## config.mk

```make
export PLATFORM = sky130hd
export DESIGN_NAME = IssueQueueTop
export DESIGN_NICKNAME = d
export VERILOG_FILES = /design/src/RecoveryTypes.sv /design/src/SchedulerTypes.sv /design/src/IqFreeList.sv /design/src/IqPayloadRam.sv /design/src/IqWakeupSelect.sv /design/src/IssueQueue.sv /design/src/IssueQueueTop.sv
export SDC_FILE = /design/constraint.sdc
export NUM_CORES = 2
export LEC_CHECK = 0
export BUFFER_PORTS_ARGS = -buffer_cell sky130_fd_sc_hd__buf_4
export CORE_UTILIZATION = 58
export CTS_CLUSTER_SIZE = 14
export DETAILED_ROUTE_END_ITERATION = 12
export GPL_ROUTABILITY_DRIVEN = 0
export PLACE_DENSITY = 0.78
export SLEW_MARGIN = 15
export SYNTH_ARGS = -nofsm -noshare
export SYNTH_HDL_FRONTEND = slang
export SYNTH_HIERARCHICAL = 1
export SYNTH_SLANG_ARGS = --single-unit
export TNS_END_PERCENT = 50
```

## constraint.sdc

```tcl
create_clock -name clk -period 6.8 [get_ports clk]
set_clock_uncertainty 0.15 [all_clocks]
set_input_delay 1.36 -clock clk [delete_from_list [all_inputs] [get_ports clk]]
set_output_delay 1.36 -clock clk [all_outputs]
set_load 0.01 [all_outputs]
```

## src/RecoveryTypes.sv

```systemverilog
// Recovery types for the issue queue.
// Active-list pointer, the flush range of a misprediction and
// the circular range check used by selective flush.

package RecoveryTypes;

    // Active list has 64 slots and wraps
    typedef logic [5:0] AlPtr;

    typedef struct packed {
        AlPtr head;
        AlPtr tail;
    } FlushRange;

    // True when ptr lies in [head, tail) on the circular active list
    function automatic logic InFlushRange(input AlPtr ptr, input FlushRange range);
        logic inRange;
        if (range.head <= range.tail) begin
            inRange = (ptr >= range.head) && (ptr < range.tail);
        end else begin
            // Range wraps past the last slot
            inRange = (ptr >= range.head) || (ptr < range.tail);
        end
        return inRange;
    endfunction

endpackage

```

## src/SchedulerTypes.sv

```systemverilog
// Scheduler types for the issue queue.
// Entry index and tag types, the op payload word and the
// dispatch and issue records.

package SchedulerTypes;
    import RecoveryTypes::*;

    // Ops dispatched per cycle, fixed by the record arrays below
    localparam int DispatchWidth = 2;

    // Sized for the largest queue of 16 entries
    typedef logic [3:0] IqIndex;

    typedef logic [5:0] RegTag;

    typedef enum logic {
        ClassInt = 1'b0,
        ClassMem = 1'b1
    } OpClass;

    typedef struct packed {
        logic [3:0]  aluCode;
        RegTag       destTag;
        logic [21:0] imm;
    } IntPayload;

    typedef struct packed {
        logic        isStore;
        logic [2:0]  size;
        RegTag       destTag;
        logic [21:0] offset;
    } MemPayload;

    // One payload word, decoded by op class
    typedef union packed {
        IntPayload intOp;
        MemPayload memOp;
    } OpPayload;

    typedef struct packed {
        OpClass   opClass;
        RegTag    srcTag;
        logic     srcReady;
        AlPtr     alPtr;
        OpPayload payload;
    } DispatchOp;

    typedef struct packed {
        OpClass   opClass;
        IqIndex   index;
        OpPayload payload;
    } IssuedOp;

endpackage

```

## src/IqFreeList.sv

```systemverilog
// Issue queue free list.
// Circular list of free entry indices, up to two pops and
// PushWidth pushes per cycle, with a restore to a full list.

`timescale 1ns/10ps

module IqFreeList
    import SchedulerTypes::*;
#(
    parameter int EntryNum  = 16,
    parameter int PushWidth = 5
) (
    input  logic                       clk,
    input  logic                       reset,
    input  logic                       restore,
    input  logic [DispatchWidth-1:0]   pop,
    output IqIndex                     poppedIndex [DispatchWidth],
    input  logic [PushWidth-1:0]       push,
    input  IqIndex                     pushedIndex [PushWidth],
    output logic [$clog2(EntryNum):0]  count
);

    localparam int PtrWidth   = $clog2(EntryNum);
    localparam int CountWidth = $clog2(EntryNum) + 1;

    IqIndex              entries [EntryNum];
    logic [PtrWidth-1:0] headPtr;
    logic [PtrWidth-1:0] tailPtr;
    logic [PtrWidth-1:0] pushSlot [PushWidth];
    int                  popCount;
    int                  pushCount;

    function automatic logic [PtrWidth-1:0] wrapPtr(input logic [PtrWidth-1:0] base,
                                                    input int offset);
        int sum;
        sum = (int'(base) + offset) % EntryNum;
        return PtrWidth'(sum);
    endfunction

    always_comb begin
        popCount = 0;
        for (int i = 0; i < DispatchWidth; i++) begin
            poppedIndex[i] = entries[wrapPtr(headPtr, i)];
            if (pop[i]) begin
                popCount = popCount + 1;
            end
        end
        // Pushed lanes are packed onto the tail, skipping idle lanes
        pushCount = 0;
        for (int i = 0; i < PushWidth; i++) begin
            pushSlot[i] = wrapPtr(tailPtr, pushCount);
            if (push[i]) begin
                pushCount = pushCount + 1;
            end
        end
    end

    always_ff @(posedge clk) begin
        if (restore) begin
            for (int i = 0; i < EntryNum; i++) begin
                entries[i] <= IqIndex'(i);
            end
        end else begin
            for (int i = 0; i < PushWidth; i++) begin
                if (push[i]) begin
                    entries[pushSlot[i]] <= pushedIndex[i];
                end
            end
        end
    end

    always_ff @(posedge clk) begin
        if (reset) begin
            headPtr <= '0;
            tailPtr <= '0;
            count   <= '0;
        end else if (restore) begin
            headPtr <= '0;
            tailPtr <= '0;
            count   <= CountWidth'(EntryNum);
        end else begin
            headPtr <= wrapPtr(headPtr, popCount);
            tailPtr <= wrapPtr(tailPtr, pushCount);
            count   <= CountWidth'(int'(count) + pushCount - popCount);
        end
    end

endmodule

```

## src/IqPayloadRam.sv

```systemverilog
// Issue queue payload RAM.
// Distributed RAM of payload words, two write ports and one
// asynchronous read port.

`timescale 1ns/10ps

module IqPayloadRam
    import SchedulerTypes::*;
#(
    parameter int EntryNum = 16
) (
    input  logic                     clk,
    input  logic [DispatchWidth-1:0] writeEnable,
    input  IqIndex                   writeIndex [DispatchWidth],
    input  OpPayload                 writeData [DispatchWidth],
    input  IqIndex                   readIndex,
    output OpPayload                 readData
);

    OpPayload mem [EntryNum];

    // Later lane wins when both lanes hit one entry
    always_ff @(posedge clk) begin
        for (int i = 0; i < DispatchWidth; i++) begin
            if (writeEnable[i]) begin
                mem[writeIndex[i]] <= writeData[i];
            end
        end
    end

    assign readData = mem[readIndex];

endmodule

```

## src/IqWakeupSelect.sv

```systemverilog
// Wakeup and select for the issue queue.
// Tracks waiting and ready state per entry, wakes entries on a
// tag broadcast and picks the lowest-index ready entry.

`timescale 1ns/10ps

module IqWakeupSelect
    import SchedulerTypes::*;
#(
    parameter int EntryNum = 16
) (
    input  logic                     clk,
    input  logic                     reset,
    input  logic [DispatchWidth-1:0] write,
    input  IqIndex                   writeIndex [DispatchWidth],
    input  DispatchOp                writeOp [DispatchWidth],
    input  logic                     wakeupValid,
    input  RegTag                    wakeupTag,
    input  logic [EntryNum-1:0]      flush,
    output logic                     selectValid,
    output IqIndex                   selectIndex,
    output logic [EntryNum-1:0]      waiting
);

    logic [EntryNum-1:0] waitingReg;
    logic [EntryNum-1:0] readyReg;
    logic [EntryNum-1:0] candidate;
    RegTag               srcTag [EntryNum];

    // Entries being flushed this cycle never issue
    assign candidate = waitingReg & readyReg & ~flush;
    assign waiting   = waitingReg;

    // Lowest index has priority
    always_comb begin
        selectValid = 1'b0;
        selectIndex = '0;
        for (int i = EntryNum - 1; i >= 0; i--) begin
            if (candidate[i]) begin
                selectValid = 1'b1;
                selectIndex = IqIndex'(i);
            end
        end
    end

    always_ff @(posedge clk) begin
        if (reset) begin
            waitingReg <= '0;
            readyReg   <= '0;
        end else begin
            // Tag broadcast
            for (int i = 0; i < EntryNum; i++) begin
                if (waitingReg[i] && wakeupValid && (srcTag[i] == wakeupTag)) begin
                    readyReg[i] <= 1'b1;
                end
                if (flush[i]) begin
                    waitingReg[i] <= 1'b0;
                end
            end
            // No stall on the issue port, so a pick is also a release
            if (selectValid) begin
                waitingReg[selectIndex] <= 1'b0;
            end
            for (int l = 0; l < DispatchWidth; l++) begin
                if (write[l]) begin
                    waitingReg[writeIndex[l]] <= 1'b1;
                    // Same-cycle broadcast also catches a dispatching op
                    readyReg[writeIndex[l]] <= writeOp[l].srcReady ||
                        (wakeupValid && (wakeupTag == writeOp[l].srcTag));
                end
            end
        end
    end

    always_ff @(posedge clk) begin
        for (int l = 0; l < DispatchWidth; l++) begin
            if (write[l]) begin
                srcTag[writeIndex[l]] <= writeOp[l].srcTag;
            end
        end
    end

endmodule

```

## src/IssueQueue.sv

```systemverilog
// Issue queue allocator and payload storage.
// Hands out free entries to dispatch, keeps each entry's
// active-list pointer, detects selective flush, returns flushed
// entries to the free list and rebuilds it on commit recovery.

`timescale 1ns/10ps

module IssueQueue
    import SchedulerTypes::*;
    import RecoveryTypes::*;
#(
    parameter int EntryNum    = 16,
    parameter int ReturnWidth = 4
) (
    input  logic                     clk,
    input  logic                     reset,
    input  logic [DispatchWidth-1:0] dispatchValid,
    input  DispatchOp                dispatchOp [DispatchWidth],
    output logic                     allocatable,
    output logic [DispatchWidth-1:0] writeEnable,
    output IqIndex                   writeIndex [DispatchWidth],
    input  logic                     selectValid,
    input  IqIndex                   selectIndex,
    input  logic [EntryNum-1:0]      waiting,
    input  logic                     recoverValid,
    input  logic                     recoverFromCommit,
    input  FlushRange                flushRange,
    output logic [EntryNum-1:0]      flush,
    output AlPtr                     selectedAlPtr,
    input  IqIndex                   readIndex,
    output OpPayload                 readData
);

    localparam int PushWidth         = 1 + ReturnWidth;
    localparam int RecoveryCycles    = EntryNum / ReturnWidth;
    localparam int OffsetWidth       = $clog2(EntryNum);
    localparam int RestoreCountWidth = $clog2(RecoveryCycles + 1);

    IqIndex                      poppedIndex [DispatchWidth];
    logic [$clog2(EntryNum):0]   freeCount;
    logic [PushWidth-1:0]        push;
    IqIndex                      pushedIndex [PushWidth];
    OpPayload                    writeData [DispatchWidth];
    AlPtr                        alPtrReg [EntryNum];
    logic                        selectiveRecover;
    logic                        commitRecover;
    logic                        restore;
    logic                        restoreActive;
    logic [RestoreCountWidth-1:0] restoreCount;
    logic                        sweepActive;
    logic [OffsetWidth-1:0]      sweepOffset;
    logic [EntryNum-1:0]         returnVector;
    logic [EntryNum-1:0]         sweepMask;

    IqFreeList #(
        .EntryNum (EntryNum),
        .PushWidth(PushWidth)
    ) u_freeList (
        .clk        (clk),
        .reset      (reset),
        .restore    (restore),
        .pop        (writeEnable),
        .poppedIndex(poppedIndex),
        .push       (push),
        .pushedIndex(pushedIndex),
        .count      (freeCount)
    );

    IqPayloadRam #(
        .EntryNum(EntryNum)
    ) u_payloadRam (
        .clk        (clk),
        .writeEnable(writeEnable),
        .writeIndex (writeIndex),
        .writeData  (writeData),
        .readIndex  (readIndex),
        .readData   (readData)
    );

    // Allocation
    always_comb begin
        int slot;
        selectiveRecover = recoverValid && !recoverFromCommit;
        commitRecover    = recoverValid && recoverFromCommit;
        allocatable      = !restoreActive && (freeCount >= DispatchWidth);
        // Accepted lanes take free-list heads in order
        slot = 0;
        for (int i = 0; i < DispatchWidth; i++) begin
            writeEnable[i] = dispatchValid[i] && allocatable && !commitRecover;
            writeIndex[i]  = poppedIndex[slot];
            writeData[i]   = dispatchOp[i].payload;
            if (writeEnable[i]) begin
                slot = slot + 1;
            end
        end
    end

    // Copy of each entry's active-list pointer
    always_ff @(posedge clk) begin
        for (int i = 0; i < DispatchWidth; i++) begin
            if (writeEnable[i]) begin
                alPtrReg[writeIndex[i]] <= dispatchOp[i].alPtr;
            end
        end
    end

    assign selectedAlPtr = alPtrReg[selectIndex];

    // Flush detection, commit recovery drops everything
    always_comb begin
        for (int i = 0; i < EntryNum; i++) begin
            flush[i] = commitRecover ||
                (selectiveRecover && waiting[i] && InFlushRange(alPtrReg[i], flushRange));
        end
    end

    // Release from select on lane 0, sweep returns on the others
    always_comb begin
        push[0]        = selectValid;
        pushedIndex[0] = selectIndex;
        sweepMask      = '0;
        for (int j = 0; j < ReturnWidth; j++) begin
            push[1 + j]        = sweepActive && returnVector[int'(sweepOffset) + j];
            pushedIndex[1 + j] = IqIndex'(int'(sweepOffset) + j);
            sweepMask[int'(sweepOffset) + j] = sweepActive;
        end
    end

    always_ff @(posedge clk) begin
        if (reset || commitRecover) begin
            sweepActive  <= 1'b0;
            sweepOffset  <= '0;
            returnVector <= '0;
        end else if (selectiveRecover) begin
            // Unreturned entries of an earlier sweep are kept
            sweepActive  <= 1'b1;
            sweepOffset  <= '0;
            returnVector <= (returnVector & ~sweepMask) | flush;
        end else if (sweepActive) begin
            returnVector <= returnVector & ~sweepMask;
            if (sweepOffset == OffsetWidth'(EntryNum - ReturnWidth)) begin
                sweepActive <= 1'b0;
                sweepOffset <= '0;
            end else begin
                sweepOffset <= sweepOffset + OffsetWidth'(ReturnWidth);
            end
        end
    end

    // Restore sequence, also started by reset
    assign restore = restoreActive &&
        (restoreCount == RestoreCountWidth'(RecoveryCycles - 1));

    always_ff @(posedge clk) begin
        if (reset || commitRecover) begin
            restoreActive <= 1'b1;
            restoreCount  <= '0;
        end else if (restore) begin
            restoreActive <= 1'b0;
            restoreCount  <= '0;
        end else if (restoreActive) begin
            restoreCount <= restoreCount + 1'b1;
        end
    end

endmodule

```

## src/IssueQueueTop.sv

```systemverilog
// Issue queue top level.
// Joins the allocator, wakeup/select and the issue output
// register, which is killed by a covering selective flush.

`timescale 1ns/10ps

module IssueQueueTop
    import SchedulerTypes::*;
    import RecoveryTypes::*;
#(
    parameter int EntryNum    = 16,
    parameter int ReturnWidth = 4
) (
    input  logic                     clk,
    input  logic                     reset,
    input  logic [DispatchWidth-1:0] dispatchValid,
    input  DispatchOp                dispatchOp [DispatchWidth],
    output logic                     allocatable,
    input  logic                     wakeupValid,
    input  RegTag                    wakeupTag,
    input  logic                     recoverValid,
    input  logic                     recoverFromCommit,
    input  FlushRange                flushRange,
    output logic                     issueValid,
    output IssuedOp                  issuedOp
);

    logic [DispatchWidth-1:0] writeEnable;
    IqIndex                   writeIndex [DispatchWidth];
    logic                     selectValid;
    IqIndex                   selectIndex;
    logic [EntryNum-1:0]      waiting;
    logic [EntryNum-1:0]      flush;
    AlPtr                     selectedAlPtr;
    OpPayload                 readData;
    OpClass                   entryClass [EntryNum];
    logic                     issueValidReg;
    IssuedOp                  issuedOpReg;
    AlPtr                     issueAlPtrReg;

    IssueQueue #(
        .EntryNum   (EntryNum),
        .ReturnWidth(ReturnWidth)
    ) u_issueQueue (
        .clk              (clk),
        .reset            (reset),
        .dispatchValid    (dispatchValid),
        .dispatchOp       (dispatchOp),
        .allocatable      (allocatable),
        .writeEnable      (writeEnable),
        .writeIndex       (writeIndex),
        .selectValid      (selectValid),
        .selectIndex      (selectIndex),
        .waiting          (waiting),
        .recoverValid     (recoverValid),
        .recoverFromCommit(recoverFromCommit),
        .flushRange       (flushRange),
        .flush            (flush),
        .selectedAlPtr    (selectedAlPtr),
        .readIndex        (selectIndex),
        .readData         (readData)
    );

    IqWakeupSelect #(
        .EntryNum(EntryNum)
    ) u_wakeupSelect (
        .clk        (clk),
        .reset      (reset),
        .write      (writeEnable),
        .writeIndex (writeIndex),
        .writeOp    (dispatchOp),
        .wakeupValid(wakeupValid),
        .wakeupTag  (wakeupTag),
        .flush      (flush),
        .selectValid(selectValid),
        .selectIndex(selectIndex),
        .waiting    (waiting)
    );

    // Op class per entry, the payload RAM only keeps the union word
    always_ff @(posedge clk) begin
        for (int i = 0; i < DispatchWidth; i++) begin
            if (writeEnable[i]) begin
                entryClass[writeIndex[i]] <= dispatchOp[i].opClass;
            end
        end
    end

    // Issue register, reloaded every cycle
    always_ff @(posedge clk) begin
        if (reset) begin
            issueValidReg <= 1'b0;
        end else begin
            issueValidReg <= selectValid;
        end
    end

    always_ff @(posedge clk) begin
        issuedOpReg.opClass <= entryClass[selectIndex];
        issuedOpReg.index   <= selectIndex;
        issuedOpReg.payload <= readData;
        issueAlPtrReg       <= selectedAlPtr;
    end

    // An op already selected is dropped when the flush covers it
    assign issueValid = issueValidReg &&
        !(recoverValid && !recoverFromCommit && InFlushRange(issueAlPtrReg, flushRange));
    assign issuedOp = issuedOpReg;

endmodule

```

==> impl_metrics.yaml <==
run_status:
  status: "finished, violations left"
  violations: "design-rule violations"
yosys:
  synth_most_common_cell: "edfxtp_1"
  yosys_warnings: 6
  synthDistinctLibCells: 120
  synth_top_area_share_pct: 42.9
  synth_edf_count: 784
  synth-simple-area-share_pct: 8.35
  yosys-top-cells-count: "edfxtp_1 (784), mux2_2 (608), nand2_1 (275), ha_1 (237), mux4_2 (203)"
  yosys-top-cells-area: "edfxtp_1 (43%), mux2_2 (12%), mux4_2 (8.3%)"
  synthAdderAreaFrac_pct: 5.71
  seq_area_frac_synth_pct: 47.0
  synth_top_family_by_area: "multiplexers"
  synth-async-reset-ratio_pct: 0
  synth_seq_cells: 896
  synth_compound_area_share_pct: 9.66
  syn_area_per_cell_sq_um: 12.9
  syn_inst: 4259
  yosysTopAreaCell: "edfxtp_1"
  syn_area_sq_um: 54900
  synth-xor-area-share_pct: 2.04
  ys.flop_type: "edfxtp_1"
  synth_mux_area_share_pct: 23.8
detailed_routing:
  drc_errors: 2
  ant_nets: 0
  drt_pass1_iterations: 12
  wl_per_cell_microns: 29.2
  routed_wl_mm: 172
  vias: 41000
  drtIter0Drc: 5823
  via_per_inst: 6.95
grt:
  grtUsageTotal_pct: 35.7
  grt_max_degree: 61
  grt_pass1_vias: 40500
  overflow: 0
  antenna_found_initial: 10
  grt_pass1_wl_mm: 254
floorplanning:
  die_w_microns: 310
  core-area_sq_um: 93500
  dieArea_sq_um: 95900
  die_h_microns: 310
  boundaryPins: 156
  num_rows: 112
  initial_core_util_pct: 58.7
worst_setup_path:
  crit_type: "in2reg"
  r2r-end: "u_issueQueue/u_freeList/entries[14][2]$_DFFE_PP_"
  cp_max_fo: 9
  ff2ff_path_depth: 27
  cp.arrival_ns: 6.84
  crit_slowest_cell: "or4_1"
  cp-start-kind: "input port"
  r2r_start: "u_issueQueue/alPtrReg[6][0]$_DFFE_PP_"
  max_stage_delay_ns: 0.59
  rrSetupSlack_ns: 0.65
  worstPathRequired_ns: 7.05
  critPathCaptureType: "register"
pwr:
  swShare_pct: 22.3
  p_seq_share_pct: 49.3
  pwr-share-clk_pct: 44.1
  p_per_area_nw_per_um2: 193
  p_leak_uw: 0.0223
  p_int_uw: 9440
  p_sw_uw: 2710
  p_comb_share_pct: 6.6
  peakVddDrop_mv: 0.233
timing:
  finalCriticalPeriod_ns: 6.60
  period_share_pct: 97.0
  setup_viol: 0
  worst_pin_slew_ns: 1.16
  rsz0062_at_grt: "no"
  hold_ws_ns: 0.307
  fmax_ghz: 0.152
  finalHoldViolations: 0
  slew_headroom_pct: 22.2
  setup_ws_ns: 0.203
  drv_slew: 0
cts:
  htreeDepth: 3
  cts_root_buffer: "clkbuf_16"
  cts.sink_count: 896
  clkTransAtPathRegs_ns: 0.06
  cts_tree: "done"
  numCtsBuffers: 93
  clock_latency_ns: 0.69
  clk_path_buf_depth: 3
  ctsHoldBuffers: 0
place:
  dpl_cell_area_sq_um: 59600
  portBuffers: 155
  place_ws_ns: -0.493
  hpwl_mm: 111
worst_hold_path:
  min_from: "u_issueQueue/returnVector[13]$_SDFFE_PP0P_"
  min_to: "u_issueQueue/returnVector[13]$_SDFFE_PP0P_"
  hold_path.class: "reg2reg"
  whs_path_depth: 2
finish:
  drive_gt1_share_pct: 35.6
  multi_input_area_sq_um: 27800
  fin_area_sq_um: 62900
  nFillCells: 6363
  num-nets-final: 4916
  regArea_sq_um: 25800
  syn2layout_area_growth_pct: 14.6
flow_run:
  cap_violations: 0
==> layer usage <==
metal	vias to the layer above	GRT usage, %	wire (microns)
met5	-	0	115
met4	18	20.4	10800
met3	701	8.25	21400
met2	2994	55.9	78900
met1	20000	45.6	61000
li1	17200	-	-
==> cell usage in the layout, fill, tap and decap left out, drive strengths merged, types with 37 or more instances in the layout <==
cell / instances
a22oi: 76
nor2b: 39
o211ai: 47
nand2b: 76
a21oi: 136
a211oi: 49
xor2: 62
nand3: 67
mux4: 207
mux2: 704
ha: 237
dfxtp: 112
clkbuf: 121
buf: 482
xnor2: 66
o22ai: 46
nor2: 165
nand2: 286
o21ai: 133
inv: 103
nor3: 62
conb: 37
edfxtp: 784
==> power by group through the flow <==
| stage | combinational (uW) | sequential [uW] | clock, uW |
|---|---|---|---|
| after floorplan | 498 | 6100 | 0 |
| after global placement | 739 | 6100 | 0 |
| after detailed placement | 769 | 6100 | 0 |
| after CTS | 780 | 5990 | 5390 |
| after global routing | 862 | 5990 | 5590 |
| final | 806 | 5990 | 5360 |
==> flip-flops by register name, indices dropped and copies added, names as in the netlist, 6 cells and up <==
| name | cells |
|---|---|
| entryClass | 16 |
| u_issueQueue/u_freeList/entries | 64 |
| issuedOp | 37 |
| u_issueQueue/returnVector | 16 |
| u_wakeupSelect/waiting | 16 |
| u_issueQueue/u_payloadRam/mem | 512 |
| u_wakeupSelect/readyReg | 16 |
| u_wakeupSelect/srcTag | 96 |
| u_issueQueue/alPtrReg | 96 |
| issueAlPtrReg | 6 |
==> cell families (layout without fill, tap and decap cells) <==
logic type,after synthesis,count (layout)
AOI/OAI and AO/OA,755,755
xor gates and xnor gates,128,128
adders and majority gates,247,247
buffers and inverters,422,762
DFF,896,896
muxes,932,932
other,2,40
and+or+nand+nor,877,877
==> stage by stage <==
step                util [%]  instances  TNS (ns)  total power, uW
finish                  67.3       5891         0            12200
global route            67.3       5889         0            12400
CTS                     67.2       5885         0            12200
detailed placement      63.8       5711    -45.05             6870
global placement        63.8       5710    -28.75             6840
floorplan                  -       4294   -0.0691             6600
==> worst max-delay path by stage <==
stage               cells after the start           from  slack, ns                                                to
floorplan                              31  flushRange[4]      -0.04       u_issueQueue/u_freeList/count[4]$_SDFF_PP0_
global placement                       28  flushRange[1]      -0.39   u_issueQueue/u_freeList/entries[8][2]$_DFFE_PP_
detailed placement                     26  flushRange[6]      -0.49   u_issueQueue/u_freeList/entries[8][2]$_DFFE_PP_
CTS                                    27  flushRange[6]       0.19  u_issueQueue/u_freeList/entries[14][2]$_DFFE_PP_
global route                           28  flushRange[3]       0.05  u_issueQueue/u_freeList/entries[13][3]$_DFFE_PP_
finish                                 27  flushRange[2]       0.20   u_issueQueue/u_freeList/entries[3][2]$_DFFE_PP_
==> final cells by class <==
class,instances,area share [%]
diodes,3,0.0119
clock buffers,121,4.01
clock inverters,53,1.09
inverters,106,0.662
multi-input cells,2976,44.2
flip-flops and latches,896,41.0
well taps,1254,2.49
repair buffers,482,6.49
==> repair_timing <==
| item | CTS | global route |
|---|---|---|
| resized for setup | 0 | 9 |
| setup endpoints to repair | 0 | 102 |
| buffers inserted | 0 | 3 |
==> worst max-delay path: cells and delay by family <==
family	cells	cell delay [ns]
simple gates	7	1.72
compound gates	8	1.42
fa+ha+maj	4	1.12
buf+inv	6	0.79
mux	1	0.27
xor+xnor	1	0.15
No activity file was read; power rests on OpenSTA's default activity.
